**config.mk**
```make
export PLATFORM = sky130hd
export DESIGN_NAME = pipelineCpu
export DESIGN_NICKNAME = d
export VERILOG_FILES = /design/src/cpuPkg.sv /design/src/pipelineCpu.sv /design/src/executeUnit.sv /design/src/decodeUnit.sv /design/src/regFile.sv /design/src/fetchUnit.sv
export SDC_FILE = /design/constraint.sdc
export NUM_CORES = 2
export LEC_CHECK = 0
export BUFFER_PORTS_ARGS = -buffer_cell sky130_fd_sc_hd__buf_2
export CAP_MARGIN = 20
export CORE_AREA = 3 3 353 355
export DETAILED_ROUTE_END_ITERATION = 10
export DIE_AREA = 0 0 356 358
export PLACE_DENSITY = 0.77
export SLEW_MARGIN = 0
export SYNTH_ARGS = -nofsm -noshare
export SYNTH_HDL_FRONTEND = slang
export SYNTH_SLANG_ARGS = --single-unit
```
**constraint.sdc**
```tcl
create_clock -name clk -period 4.4 [get_ports clk]
set_input_delay 0.66 -clock clk [delete_from_list [all_inputs] [get_ports clk]]
set_output_delay 0.66 -clock clk [all_outputs]
set_load 0.1 [all_outputs]
```
**src/cpuPkg.sv**
```systemverilog
////////////////////////////////////////////////////////////////////////////
// Shared definitions for the RV32I pipelined core
// Widths, major opcodes, ALU operations, operand selects and field codes
////////////////////////////////////////////////////////////////////////////
package cpuPkg;

   localparam int xlen     = 32;                  // Data and address width
   localparam int regAddrW = 5;                   // Register index width

   // Major opcodes, instruction bits 6:0
   typedef enum logic [6:0] {
      opCompute   = 7'b0110011,                   // R-type ALU
      opImmediate = 7'b0010011,                   // I-type ALU
      opLoad      = 7'b0000011,                   // Not executed, halts
      opStore     = 7'b0100011,                   // Not executed, halts
      opBranch    = 7'b1100011,                   // Not executed, halts
      opJump      = 7'b1101111,                   // jal, halts
      opJumpReg   = 7'b1100111,                   // jalr, halts
      opLoadUpper = 7'b0110111,                   // lui
      opAddUpper  = 7'b0010111                    // auipc
   } opcodeT;

   typedef enum logic [3:0] {
      aluAdd,
      aluSub,
      aluSll,
      aluSlt,                                     // Signed compare
      aluSltu,                                    // Unsigned compare
      aluXor,
      aluSrl,
      aluSra,
      aluOr,
      aluAnd
   } aluOpT;

   typedef enum logic [1:0] {
      srcARs1,                                    // Register rs1
      srcAPc,                                     // For auipc
      srcAZero                                    // For lui
   } srcAT;

   typedef enum logic {
      srcBRs2,
      srcBImm
   } srcBT;

   // funct3 codes
   localparam logic [2:0] f3AddSub = 3'b000;
   localparam logic [2:0] f3Sll    = 3'b001;
   localparam logic [2:0] f3Slt    = 3'b010;
   localparam logic [2:0] f3Sltu   = 3'b011;
   localparam logic [2:0] f3Xor    = 3'b100;
   localparam logic [2:0] f3SrlSra = 3'b101;
   localparam logic [2:0] f3Or     = 3'b110;
   localparam logic [2:0] f3And    = 3'b111;
   localparam logic [2:0] f3Sw     = 3'b010;      // Store word width code

   // funct7 codes
   localparam logic [6:0] f7Base = 7'b0000000;    // add, srl
   localparam logic [6:0] f7Alt  = 7'b0100000;    // sub, sra

   localparam logic [xlen-1:0] nopWord = 32'h0000_0013;  // addi x0,x0,0

endpackage
```
**src/pipelineCpu.sv**
```systemverilog
////////////////////////////////////////////////////////////////////////////
// RV32I integer core, fetch, decode and execute stages plus write-back
// Three instructions in flight, no forwarding and no stalls
////////////////////////////////////////////////////////////////////////////
`timescale 1ns/1ns

module pipelineCpu #(
   parameter logic [cpuPkg::xlen-1:0] resetPc = '0
) (
   input  logic                        clk,
   input  logic                        rstN,
   output logic [cpuPkg::xlen-1:0]     instAddr,   // Instruction port
   input  logic [cpuPkg::xlen-1:0]     instWord,
   output logic                        wbEn,       // Write-back port
   output logic [cpuPkg::regAddrW-1:0] wbRd,
   output logic [cpuPkg::xlen-1:0]     wbData,
   output logic                        halt
);
   import cpuPkg::*;

   // Fetch to decode
   logic [xlen-1:0]     fetchWord;
   logic [xlen-1:0]     fetchPc;

   // Register file read side
   logic [regAddrW-1:0] rdAddrA;
   logic [regAddrW-1:0] rdAddrB;
   logic [xlen-1:0]     rdDataA;
   logic [xlen-1:0]     rdDataB;

   // Decode to execute
   aluOpT               exAluOp;
   srcAT                exSrcA;
   srcBT                exSrcB;
   logic [xlen-1:0]     exRs1Data;
   logic [xlen-1:0]     exRs2Data;
   logic [xlen-1:0]     exImm;
   logic [xlen-1:0]     exPc;
   logic [regAddrW-1:0] exRd;
   logic                exWrEn;

   fetchUnit #(.resetPc(resetPc)) fetch (
      .clk, .rstN, .halt, .instWord, .instAddr, .fetchWord, .fetchPc
   );

   decodeUnit decode (
      .clk, .rstN, .fetchWord, .fetchPc,
      .rdAddrA, .rdAddrB, .rdDataA, .rdDataB,
      .exAluOp, .exSrcA, .exSrcB, .exRs1Data, .exRs2Data,
      .exImm, .exPc, .exRd, .exWrEn, .halt
   );

   regFile regs (
      .clk, .rstN, .rdAddrA, .rdAddrB, .rdDataA, .rdDataB,
      .wrEn(wbEn), .wrAddr(wbRd), .wrData(wbData)    // Write-back closes the loop
   );

   executeUnit execute (
      .clk, .rstN, .exAluOp, .exSrcA, .exSrcB, .exRs1Data, .exRs2Data,
      .exImm, .exPc, .exRd, .exWrEn, .wbEn, .wbRd, .wbData
   );

endmodule

```
**src/executeUnit.sv**
```systemverilog
////////////////////////////////////////////////////////////////////////////
// Execute stage
// Operand select, ALU and the execute/write-back register
////////////////////////////////////////////////////////////////////////////
`timescale 1ns/1ns

module executeUnit (
   input  logic                        clk,
   input  logic                        rstN,
   input  cpuPkg::aluOpT               exAluOp,
   input  cpuPkg::srcAT                exSrcA,
   input  cpuPkg::srcBT                exSrcB,
   input  logic [cpuPkg::xlen-1:0]     exRs1Data,
   input  logic [cpuPkg::xlen-1:0]     exRs2Data,
   input  logic [cpuPkg::xlen-1:0]     exImm,
   input  logic [cpuPkg::xlen-1:0]     exPc,
   input  logic [cpuPkg::regAddrW-1:0] exRd,
   input  logic                        exWrEn,
   output logic                        wbEn,       // Register file write strobe
   output logic [cpuPkg::regAddrW-1:0] wbRd,
   output logic [cpuPkg::xlen-1:0]     wbData
);
   import cpuPkg::*;

   logic [xlen-1:0] opA;
   logic [xlen-1:0] opB;
   logic [4:0]      shamt;                         // Low five bits of operand B
   logic [xlen-1:0] aluResult;

   ////////////////////////////////////////////////////////////////////////////
   // Operand select
   ////////////////////////////////////////////////////////////////////////////
   always_comb begin
      case (exSrcA)
         srcARs1: opA = exRs1Data;
         srcAPc:  opA = exPc;                      // auipc
         default: opA = '0;                        // lui
      endcase
   end

   assign opB   = (exSrcB == srcBImm) ? exImm : exRs2Data;
   assign shamt = opB[4:0];

   ////////////////////////////////////////////////////////////////////////////
   // ALU
   ////////////////////////////////////////////////////////////////////////////
   always_comb begin
      case (exAluOp)
         aluAdd:  aluResult = opA + opB;
         aluSub:  aluResult = opA - opB;
         aluSll:  aluResult = opA << shamt;
         aluSlt:  aluResult = xlen'($signed(opA) < $signed(opB));
         aluSltu: aluResult = xlen'(opA < opB);
         aluXor:  aluResult = opA ^ opB;
         aluSrl:  aluResult = opA >> shamt;
         aluSra:  aluResult = $unsigned($signed(opA) >>> shamt);
         aluOr:   aluResult = opA | opB;
         aluAnd:  aluResult = opA & opB;
         default: aluResult = '0;
      endcase
   end

   // Execute/write-back register, strobe part
   always_ff @(posedge clk or negedge rstN) begin
      if (!rstN) begin
         wbEn <= 1'b0;
      end else begin
         wbEn <= exWrEn && (exRd != '0);           // No strobe for x0
      end
   end

   // Result and destination
   always_ff @(posedge clk) begin
      wbRd   <= exRd;
      wbData <= aluResult;
   end

endmodule

```
**src/decodeUnit.sv**
```systemverilog
////////////////////////////////////////////////////////////////////////////
// Decode stage
// Field split, immediates, control decode, halt detection and the
// decode/execute register
////////////////////////////////////////////////////////////////////////////
`timescale 1ns/1ns

module decodeUnit (
   input  logic                        clk,
   input  logic                        rstN,
   input  logic [cpuPkg::xlen-1:0]     fetchWord,
   input  logic [cpuPkg::xlen-1:0]     fetchPc,
   output logic [cpuPkg::regAddrW-1:0] rdAddrA,    // rs1 index
   output logic [cpuPkg::regAddrW-1:0] rdAddrB,    // rs2 index
   input  logic [cpuPkg::xlen-1:0]     rdDataA,
   input  logic [cpuPkg::xlen-1:0]     rdDataB,
   output cpuPkg::aluOpT               exAluOp,
   output cpuPkg::srcAT                exSrcA,
   output cpuPkg::srcBT                exSrcB,
   output logic [cpuPkg::xlen-1:0]     exRs1Data,
   output logic [cpuPkg::xlen-1:0]     exRs2Data,
   output logic [cpuPkg::xlen-1:0]     exImm,
   output logic [cpuPkg::xlen-1:0]     exPc,
   output logic [cpuPkg::regAddrW-1:0] exRd,
   output logic                        exWrEn,     // Write strobe, low for bubbles
   output logic                        halt        // Sticky
);
   import cpuPkg::*;

   // Instruction fields
   opcodeT               opcode;
   logic [regAddrW-1:0]  rd;
   logic [2:0]           funct3;
   logic [6:0]           funct7;
   logic [xlen-1:0]      immI;                     // Sign-extended I immediate
   logic [xlen-1:0]      immU;                     // Upper immediate

   // Decoded control
   aluOpT                decAluOp;
   srcAT                 decSrcA;
   srcBT                 decSrcB;
   logic [xlen-1:0]      decImm;
   logic                 decWrEn;
   logic                 legal;                    // Opcode executed by this core

   assign opcode  = opcodeT'(fetchWord[6:0]);
   assign rd      = fetchWord[11:7];
   assign funct3  = fetchWord[14:12];
   assign rdAddrA = fetchWord[19:15];
   assign rdAddrB = fetchWord[24:20];
   assign funct7  = fetchWord[31:25];

   assign immI = {{(xlen-12){fetchWord[31]}}, fetchWord[31:20]};
   assign immU = {fetchWord[31:12], 12'b0};

   // Shared funct3 map, alt picks sub or sra
   function automatic aluOpT aluDecode(input logic [2:0] f3, input logic alt);
      case (f3)
         f3AddSub: return alt ? aluSub : aluAdd;
         f3Sll:    return aluSll;
         f3Slt:    return aluSlt;
         f3Sltu:   return aluSltu;
         f3Xor:    return aluXor;
         f3SrlSra: return alt ? aluSra : aluSrl;
         f3Or:     return aluOr;
         default:  return aluAnd;
      endcase
   endfunction

   ////////////////////////////////////////////////////////////////////////////
   // Control decode
   ////////////////////////////////////////////////////////////////////////////
   always_comb begin
      decAluOp = aluAdd;
      decSrcA  = srcARs1;
      decSrcB  = srcBRs2;
      decImm   = immI;
      decWrEn  = 1'b0;
      legal    = 1'b1;
      case (opcode)
         opCompute: begin
            decAluOp = aluDecode(funct3, funct7 == f7Alt);
            decWrEn  = 1'b1;
         end
         opImmediate: begin
            // Only the shift uses bit 30, addi never turns into sub
            decAluOp = aluDecode(funct3, (funct3 == f3SrlSra) && fetchWord[30]);
            decSrcB  = srcBImm;
            decWrEn  = 1'b1;
         end
         opLoadUpper: begin
            decSrcA  = srcAZero;                   // 0 + immU
            decSrcB  = srcBImm;
            decImm   = immU;
            decWrEn  = 1'b1;
         end
         opAddUpper: begin
            decSrcA  = srcAPc;                     // pc + immU
            decSrcB  = srcBImm;
            decImm   = immU;
            decWrEn  = 1'b1;
         end
         default: legal = 1'b0;                    // Loads, stores, jumps, branches
      endcase
   end

   // Halt flag
   always_ff @(posedge clk or negedge rstN) begin
      if (!rstN) begin
         halt <= 1'b0;
      end else if (!legal) begin
         halt <= 1'b1;
      end
   end

   // Decode/execute register, strobe part
   always_ff @(posedge clk or negedge rstN) begin
      if (!rstN) begin
         exWrEn <= 1'b0;
      end else begin
         exWrEn <= decWrEn && !halt;               // Younger than halt become bubbles
      end
   end

   // Decode/execute register, payload
   always_ff @(posedge clk) begin
      exAluOp   <= decAluOp;
      exSrcA    <= decSrcA;
      exSrcB    <= decSrcB;
      exRs1Data <= rdDataA;
      exRs2Data <= rdDataB;
      exImm     <= decImm;
      exPc      <= fetchPc;
      exRd      <= rd;
   end

   // Nothing reaches execute with a write once halted
   assert property (@(posedge clk) disable iff (!rstN) halt |-> !exWrEn)
      else $error("decodeUnit write strobe while halted");

endmodule

```
**src/regFile.sv**
```systemverilog
////////////////////////////////////////////////////////////////////////////
// Register file
// 32 x xlen, two read ports, one write port with write-through, x0 is zero
////////////////////////////////////////////////////////////////////////////
`timescale 1ns/1ns

module regFile (
   input  logic                        clk,
   input  logic                        rstN,
   input  logic [cpuPkg::regAddrW-1:0] rdAddrA,
   input  logic [cpuPkg::regAddrW-1:0] rdAddrB,
   output logic [cpuPkg::xlen-1:0]     rdDataA,
   output logic [cpuPkg::xlen-1:0]     rdDataB,
   input  logic                        wrEn,
   input  logic [cpuPkg::regAddrW-1:0] wrAddr,
   input  logic [cpuPkg::xlen-1:0]     wrData
);
   import cpuPkg::*;

   localparam int numRegs = 1 << regAddrW;

   logic [xlen-1:0] regs [numRegs];
   logic            wrLive;                           // Write that really lands

   assign wrLive = wrEn && (wrAddr != '0);            // x0 never written

   always_ff @(posedge clk or negedge rstN) begin
      if (!rstN) begin
         for (int i = 0; i < numRegs; i++) begin
            regs[i] <= '0;
         end
      end else if (wrLive) begin
         regs[wrAddr] <= wrData;
      end
   end

   // Write-through so decode sees a same-cycle write-back
   assign rdDataA = (wrLive && (wrAddr == rdAddrA)) ? wrData : regs[rdAddrA];
   assign rdDataB = (wrLive && (wrAddr == rdAddrB)) ? wrData : regs[rdAddrB];

   // x0 reads zero even with a write to x0 in flight
   assert property (@(posedge clk) disable iff (!rstN)
                    ((rdAddrA == '0) |-> (rdDataA == '0)) and
                    ((rdAddrB == '0) |-> (rdDataB == '0)))
      else $error("regFile x0 read returned nonzero");

endmodule

```
**src/fetchUnit.sv**
```systemverilog
////////////////////////////////////////////////////////////////////////////
// Fetch stage
// Program counter and fetch/decode register, frozen once halt is set
////////////////////////////////////////////////////////////////////////////
`timescale 1ns/1ns

module fetchUnit #(
   parameter logic [cpuPkg::xlen-1:0] resetPc = '0   // First fetch address
) (
   input  logic                    clk,
   input  logic                    rstN,
   input  logic                    halt,              // Sticky stop from decode
   input  logic [cpuPkg::xlen-1:0] instWord,          // Word at instAddr, same cycle
   output logic [cpuPkg::xlen-1:0] instAddr,
   output logic [cpuPkg::xlen-1:0] fetchWord,         // To decode
   output logic [cpuPkg::xlen-1:0] fetchPc            // PC of fetchWord
);
   import cpuPkg::*;

   logic [xlen-1:0] pc;

   assign instAddr = pc;                              // Combinational memory port

   // PC and instruction word
   always_ff @(posedge clk or negedge rstN) begin
      if (!rstN) begin
         pc        <= resetPc;
         fetchWord <= nopWord;                        // Start with a bubble
      end else if (halt) begin
         fetchWord <= nopWord;                        // PC holds, bubbles only
      end else begin
         pc        <= pc + xlen'(4);
         fetchWord <= instWord;
      end
   end

   // PC travels along with the word
   always_ff @(posedge clk) begin
      fetchPc <= pc;
   end

   // Once halted the fetch address never moves again
   assert property (@(posedge clk) disable iff (!rstN) halt |=> $stable(instAddr))
      else $error("fetchUnit instAddr moved while halted");

endmodule

```
# ---- Word level (Yosys, flattened, before mapping)
# Cells that the tools add are included.
dict set report op_classes {
  n_addsub 3
  magnitude_cmp 6
  n_eq_ne 23
  n_shift 3
  muxes 26
  n_bitwise 6
  reduce_logical 16
}
# op n
set op_table {}
lappend op_table {{bitwise mux 1024 bit} 1}
lappend op_table {{binary-select mux 32 bit (select 5 bit)} 2}
lappend op_table {{one-hot mux 32 bit (10 select lines)} 1}
lappend op_table {{two-way mux 32 bit} 9}
lappend op_table {{demux 32 bit (select 5 bit)} 1}
lappend op_table {{less-than comparator 32 bit} 2}
lappend op_table {{one-hot mux 32 bit (2 select lines)} 1}
lappend op_table {{one-hot mux 4 bit (7 select lines)} 2}
lappend op_table {{adder 32 x 3 -> 32 bit (second input constant)} 1}
lappend op_table {{adder 32 bit} 1}
lappend op_table {{bitwise AND 32 bit} 1}
lappend op_table {{bitwise OR 32 bit} 1}
lappend op_table {{left shift 32 x 5 -> 32 bit} 1}
lappend op_table {{>> shifter 32 x 5 -> 32 bit} 1}
lappend op_table {{>>> shifter 32 x 5 -> 32 bit} 1}
lappend op_table {{subtractor 32 bit} 1}
lappend op_table {{XOR 32 bit} 1}
lappend op_table {{two-way mux 31 bit} 1}
lappend op_table {{== test 7 x 6 -> 1 bit (second input constant)} 3}
lappend op_table {{>= comparator 6 bit (second input constant)} 3}
lappend op_table {{NOT 5 -> 6 bit} 3}
lappend op_table {{== test 4 x 3 -> 1 bit (second input constant)} 4}
lappend op_table {{== test 7 x 5 -> 1 bit (second input constant)} 2}
lappend op_table {{== test 5 bit} 2}
lappend op_table {{other kinds (20)} 37}
dict set report word_totals {
  register_bits 1300
  input_bits 34
  output_inout_bits 71
}

# ---- Depth between registers and ports, before layout
dict set report logic_depth {
  depth_word 6
  ltp_mapped 18
  ltp_nobuf 14
}

# ---- By module
# From an unflattened synthesis, not the netlist that was laid out.
dict set report unflattened {
  hier_cells 5423
  area_unflattened_um2 70378.7
}
# mod instances cells_per_inst area_each_um2
set modules_own_cells {}
lappend modules_own_cells {regFile 1 3483 53445.0}
lappend modules_own_cells {executeUnit 1 1497 10485.1}
lappend modules_own_cells {decodeUnit 1 216 3370.7}
lappend modules_own_cells {fetchUnit 1 227 3078.0}

# ---- Worst setup path after synthesis
# OpenSTA, ideal clock, no wires.
dict set report synth_timing {
  kind {reg-to-reg}
  start {reg decode.exSrcB}
  end {reg execute.wbData[23] (netlist bit)}
  setup_time_ns 0.137
  t_arrival_ns 4.344
  t_required_ns 4.263
  path_slack_ns -0.081
  path_stages_with_launch 18
  cell_sequence {dfxtp_1 -> buf_4 -> mux2i_2 -> buf_2 -> buf_2 -> clkbuf_1 -> clkbuf_1 -> ha_1 -> clkbuf_1 -> o21a_1 -> o31a_1 -> o31a_1 -> o41ai_2 -> o32ai_1 -> a21o_1 -> a211o_1 -> a221oi_1 -> o2111ai_1}
}
dict set report synth_via {
  elab_chain_cells 3
}
# item line
set synth_lines {}
lappend synth_lines {{start: declaration} decodeUnit.sv:19} ;# output cpuPkg::srcBT exSrcB,
lappend synth_lines {{start signal: assignment} decodeUnit.sv:129} ;# exSrcB <= decSrcB;
lappend synth_lines {{two-way mux 32 bit (*)} executeUnit.sv:41} ;# assign opB = (exSrcB == srcBImm) ? exImm : exRs2Data;
lappend synth_lines {{subtractor 32 bit (tied with other cells)} executeUnit.sv:50} ;# aluSub: aluResult = opA - opB;
lappend synth_lines {{one-hot mux 32 bit (10 select lines) (*)} executeUnit.sv:48} ;# case (exAluOp)
lappend synth_lines {{end signal: assignment} executeUnit.sv:75} ;# wbData <= aluResult;
lappend synth_lines {{end: declaration} executeUnit.sv:21} ;# output logic [cpuPkg::xlen-1:0] wbData
# Every way passes the cells marked *; elsewhere a longest branch is shown, timed or not.
# A chain may end at the register's enable or synchronous reset.

# ---- Worst setup path in the final report
dict set report layout_timing {
  start {reg decode.exSrcA[0]}
  end {reg execute.wbData[20] (netlist bit)}
}
dict set report layout_via {
  elab_chain_cells 4
}
# item line
set layout_lines {}
lappend layout_lines {{start: declaration} decodeUnit.sv:18} ;# output cpuPkg::srcAT exSrcA,
lappend layout_lines {{start signal: assignment} decodeUnit.sv:128} ;# exSrcA <= decSrcA;
lappend layout_lines {{== test 2 x 1 -> 1 bit or zero test 2 bit (tied branches)} executeUnit.sv:34} ;# case (exSrcA)
lappend layout_lines {{one-hot mux 32 bit (2 select lines) (*)} executeUnit.sv:34}
lappend layout_lines {{subtractor 32 bit (tied with other cells)} executeUnit.sv:50}
lappend layout_lines {{one-hot mux 32 bit (10 select lines) (*)} executeUnit.sv:48}
# Marks and branches as above.

==> metrics.cfg <==
[yosys]
async_flop_share_pct = 84.2
synth_area_leaders = dfrtp_1, mux4_2, mux2_2
synth_largest_area_cell = dfrtp_1
yosysWarningCount = 0
synth_edf_count = 0
synth_flop_cell = dfrtp_1
synth_area_per_cell_um2 = 13.5
syn-cell-area_um2 = 70600
synth.distinct_cells = 89
synth_cells = 5247
ys_ff_latch = 1294
synth_top_area_share_pct = 38.5
yosysSeqAreaShare_pct = 44.4

[cts]
htreeDepth = 4
cts_root_buf = clkbuf_16
cts.clk_slew.worst_paths_ps = 70
clk_path_buf_depth = 3
cts_sinks = 1294
clkLatencyLatePin_ps = 790
cts_tree = yes
cts_made_buffers = 141

[setup_path]
arrival_ps = 4820
critPathKind = flip-flop to flip-flop
critPathMaxFanout = 16
end_kind = flip-flop
required_ps = 5050
startpoint_type = flip-flop

[detailed_routing]
wirelength_met1_mm = 89.5
highest_layer = met5
vias = 49100
dr_wl_met3_mm = 22.6
route.met2.wl_mm = 107
firstDrtPassIters = 6
wire_per_inst_um = 33.5
routed_via_density = 7.02
ant_nets = 0
routed_wl_mm = 234
drc = 0
drt_iter0_markers = 5645

[cells_and_area]
layout_common_cells = dfrtp_1, mux2_2, mux4_2
nNetsFinal = 5386
num-fill-cells = 8675
synthToLayoutAreaGrowth_pct = 12.0
final_common_cell = dfrtp_1
seqCellArea_um2 = 31400
multi_input_area_um2 = 37100
drive_above_1_share_pct = 44.5

[timing]
worst_pin_slew_ps = 1150
hold-worst-slack_ps = 82.6
rsz0062_at_grt = false
fmax_mhz = 240
setup_viol = 0
max_slew_margin_pct = 23.3
period_needed_ps = 4180
period_share_pct = 94.9
drv_slew = 0
final.setup.tns_ps = 0
hold_viol = 0
finClkSkew_ps = 55.5

[place]
gp_congestion = 1.05
dp_hpwl_mm = 153
port_buffers = 102

[floorplan]
die-area_um2 = 127000
start_util_pct = 58.0
die_height_um = 358
rows = 128
io_pins = 105
core_area_um2 = 122000
dieWidth_um = 356

[global_routing]
grt_pass1_wl_mm = 344
antenna_found_initial = 8
grt_pass1_vias = 49800
track_usage_pct = 37.1
grt_overflow = 0
grt_max_degree = 102

[flow_run]
maxCapViolations = 0

[pwr]
pwr-share-seq_pct = 48.4
clkPwrFrac_pct = 50.4
intPower_uw = 19200
cellLeakagePower_uw = 0.0345
p_switching_uw = 5330
switching_share_pct = 21.7
combPwrFrac_pct = 1.2
cellPowerDensity_nw_per_um2 = 310
ir_drop_mv = 0.377
finalPower_uw = 24600

[status]
status = complete, no violations

[hold_path]
hp-class = input port to flip-flop

## sequential cells by signal, summed over array words and instances, names as in the netlist
name	cells
decode.exImm	32
regs.regs	1024
execute.wbData	32
decode.exSrcB	1
decode.exAluOp	4
decode.exRs1Data	32
decode.exSrcA	2
execute.wbEn	1
execute.wbRd	5
fetch.instAddr	30
decode.halt	1
decode.exRs2Data	32
fetch.fetchWord	32
decode.exWrEn	1
decode.exRd	5
fetch.fetchPc	30
decode.exPc	30
## synthesized netlist by cell type (all sizes together), types with 36 or more instances
cell type / instances
nor3: 36
nor2: 192
mux2i: 146
inv: 101
ha: 98
mux4: 651
a21oi: 129
xnor2: 37
dfxtp: 205
nand3: 42
nand2: 227
o21ai: 241
clkbuf: 381
dfrtp: 1086
nor2b: 57
a21o: 40
mux2: 1027
buf: 147
## logic make-up (layout without fill, tap and decap cells)
| group | count (synthesis) | in the layout | synth area share [%] |
|---|---|---|---|
| mux | 1824 | 1824 | 39.2 |
| simple gates | 679 | 679 | 4.50 |
| buf+inv | 629 | 746 | 3.47 |
| compound gates | 669 | 669 | 5.98 |
| fa+ha+maj | 100 | 100 | 1.79 |
| flops | 1294 | 1294 | 44.4 |
| xor+xnor | 51 | 51 | 0.632 |
| other cells | 1 | 6 | 0.00531 |
## cell type report
type                            instances  area share (%)
Antenna cell                            4          0.0126
Tap cell                             1625            2.57
Sequential cell                      1294            39.7
Timing Repair Buffer                  389            4.22
Multi-Input combinational cell       3325            46.9
Inverter                              101           0.479
Clock buffer                          199            5.17
Clock inverter                         57           0.984
## per-layer routing
metal / global-route usage [%] / up-vias
li1: - / 19900
met1: 49.6 / 25700
met2: 56.7 / 2836
met3: 9.04 / 667
met4: 19.9 / 4
met5: 0 / -
## critical path, stage by stage (launching register included)
cell	delay, ps
dfxtp_4	500
buf_4	400
mux2i_1	340
nor2_1	140
ha_1	420
nor2_1	300
o21ai_0	150
a21oi_1	120
a21bo_2	290
a2111oi_0	520
o21ai_0	250
a221o_1	330
o21ai_0	120
o2111ai_1	150
## through the flow
stage / util (%) / area (µm²) / setup WS [ps] / instances
floorplan: - / 70600 / 74.3 / 5248
global placement: 60.8 / 74000 / 116 / 6722
detailed placement: 60.9 / 74100 / 54.1 / 6729
CTS: 64.9 / 79000 / 130 / 6986
global route: 65.0 / 79100 / 3.48 / 6990
finish: 65.0 / 79100 / 225 / 6994
## what timing repair did
item / CTS / global route
gates resized for setup: 1 / 3
setup endpoints to repair: 1 / 6
endpoints found under the hold margin: 1 / 0
gates cloned: 0 / 0
hold buffers: 1 / 0
setup buffers: 0 / 0
## final timing paths
path / cells past startpoint / slack [ps] / to / startpoint
max: 13 / 220 / execute.wbData[20] / decode.exSrcA[0]
max in group asynchronous: 3 / 2660 / regs.regs[1007] / rstN
max reg2reg: 13 / 220 / execute.wbData[20] / decode.exSrcA[0]
min reg2reg: 0 / 310 / decode.exPc[22] / fetch.fetchPc[22]
min: 2 / 80 / fetch.fetchWord[1] / instWord[1]
min in group asynchronous: 2 / 530 / regs.regs[671] / rstN
## power by group through the flow
stage / clock network, µW / logic (µW) / registers (µW)
global route: 13000 / 337 / 11900
detailed placement: 0 / 306 / 12100
CTS: 12500 / 308 / 11900
global placement: 0 / 302 / 12100
floorplan: 0 / 30.1 / 12100
finish: 12400 / 296 / 11900
No activity file was read; power rests on OpenSTA's default activity.
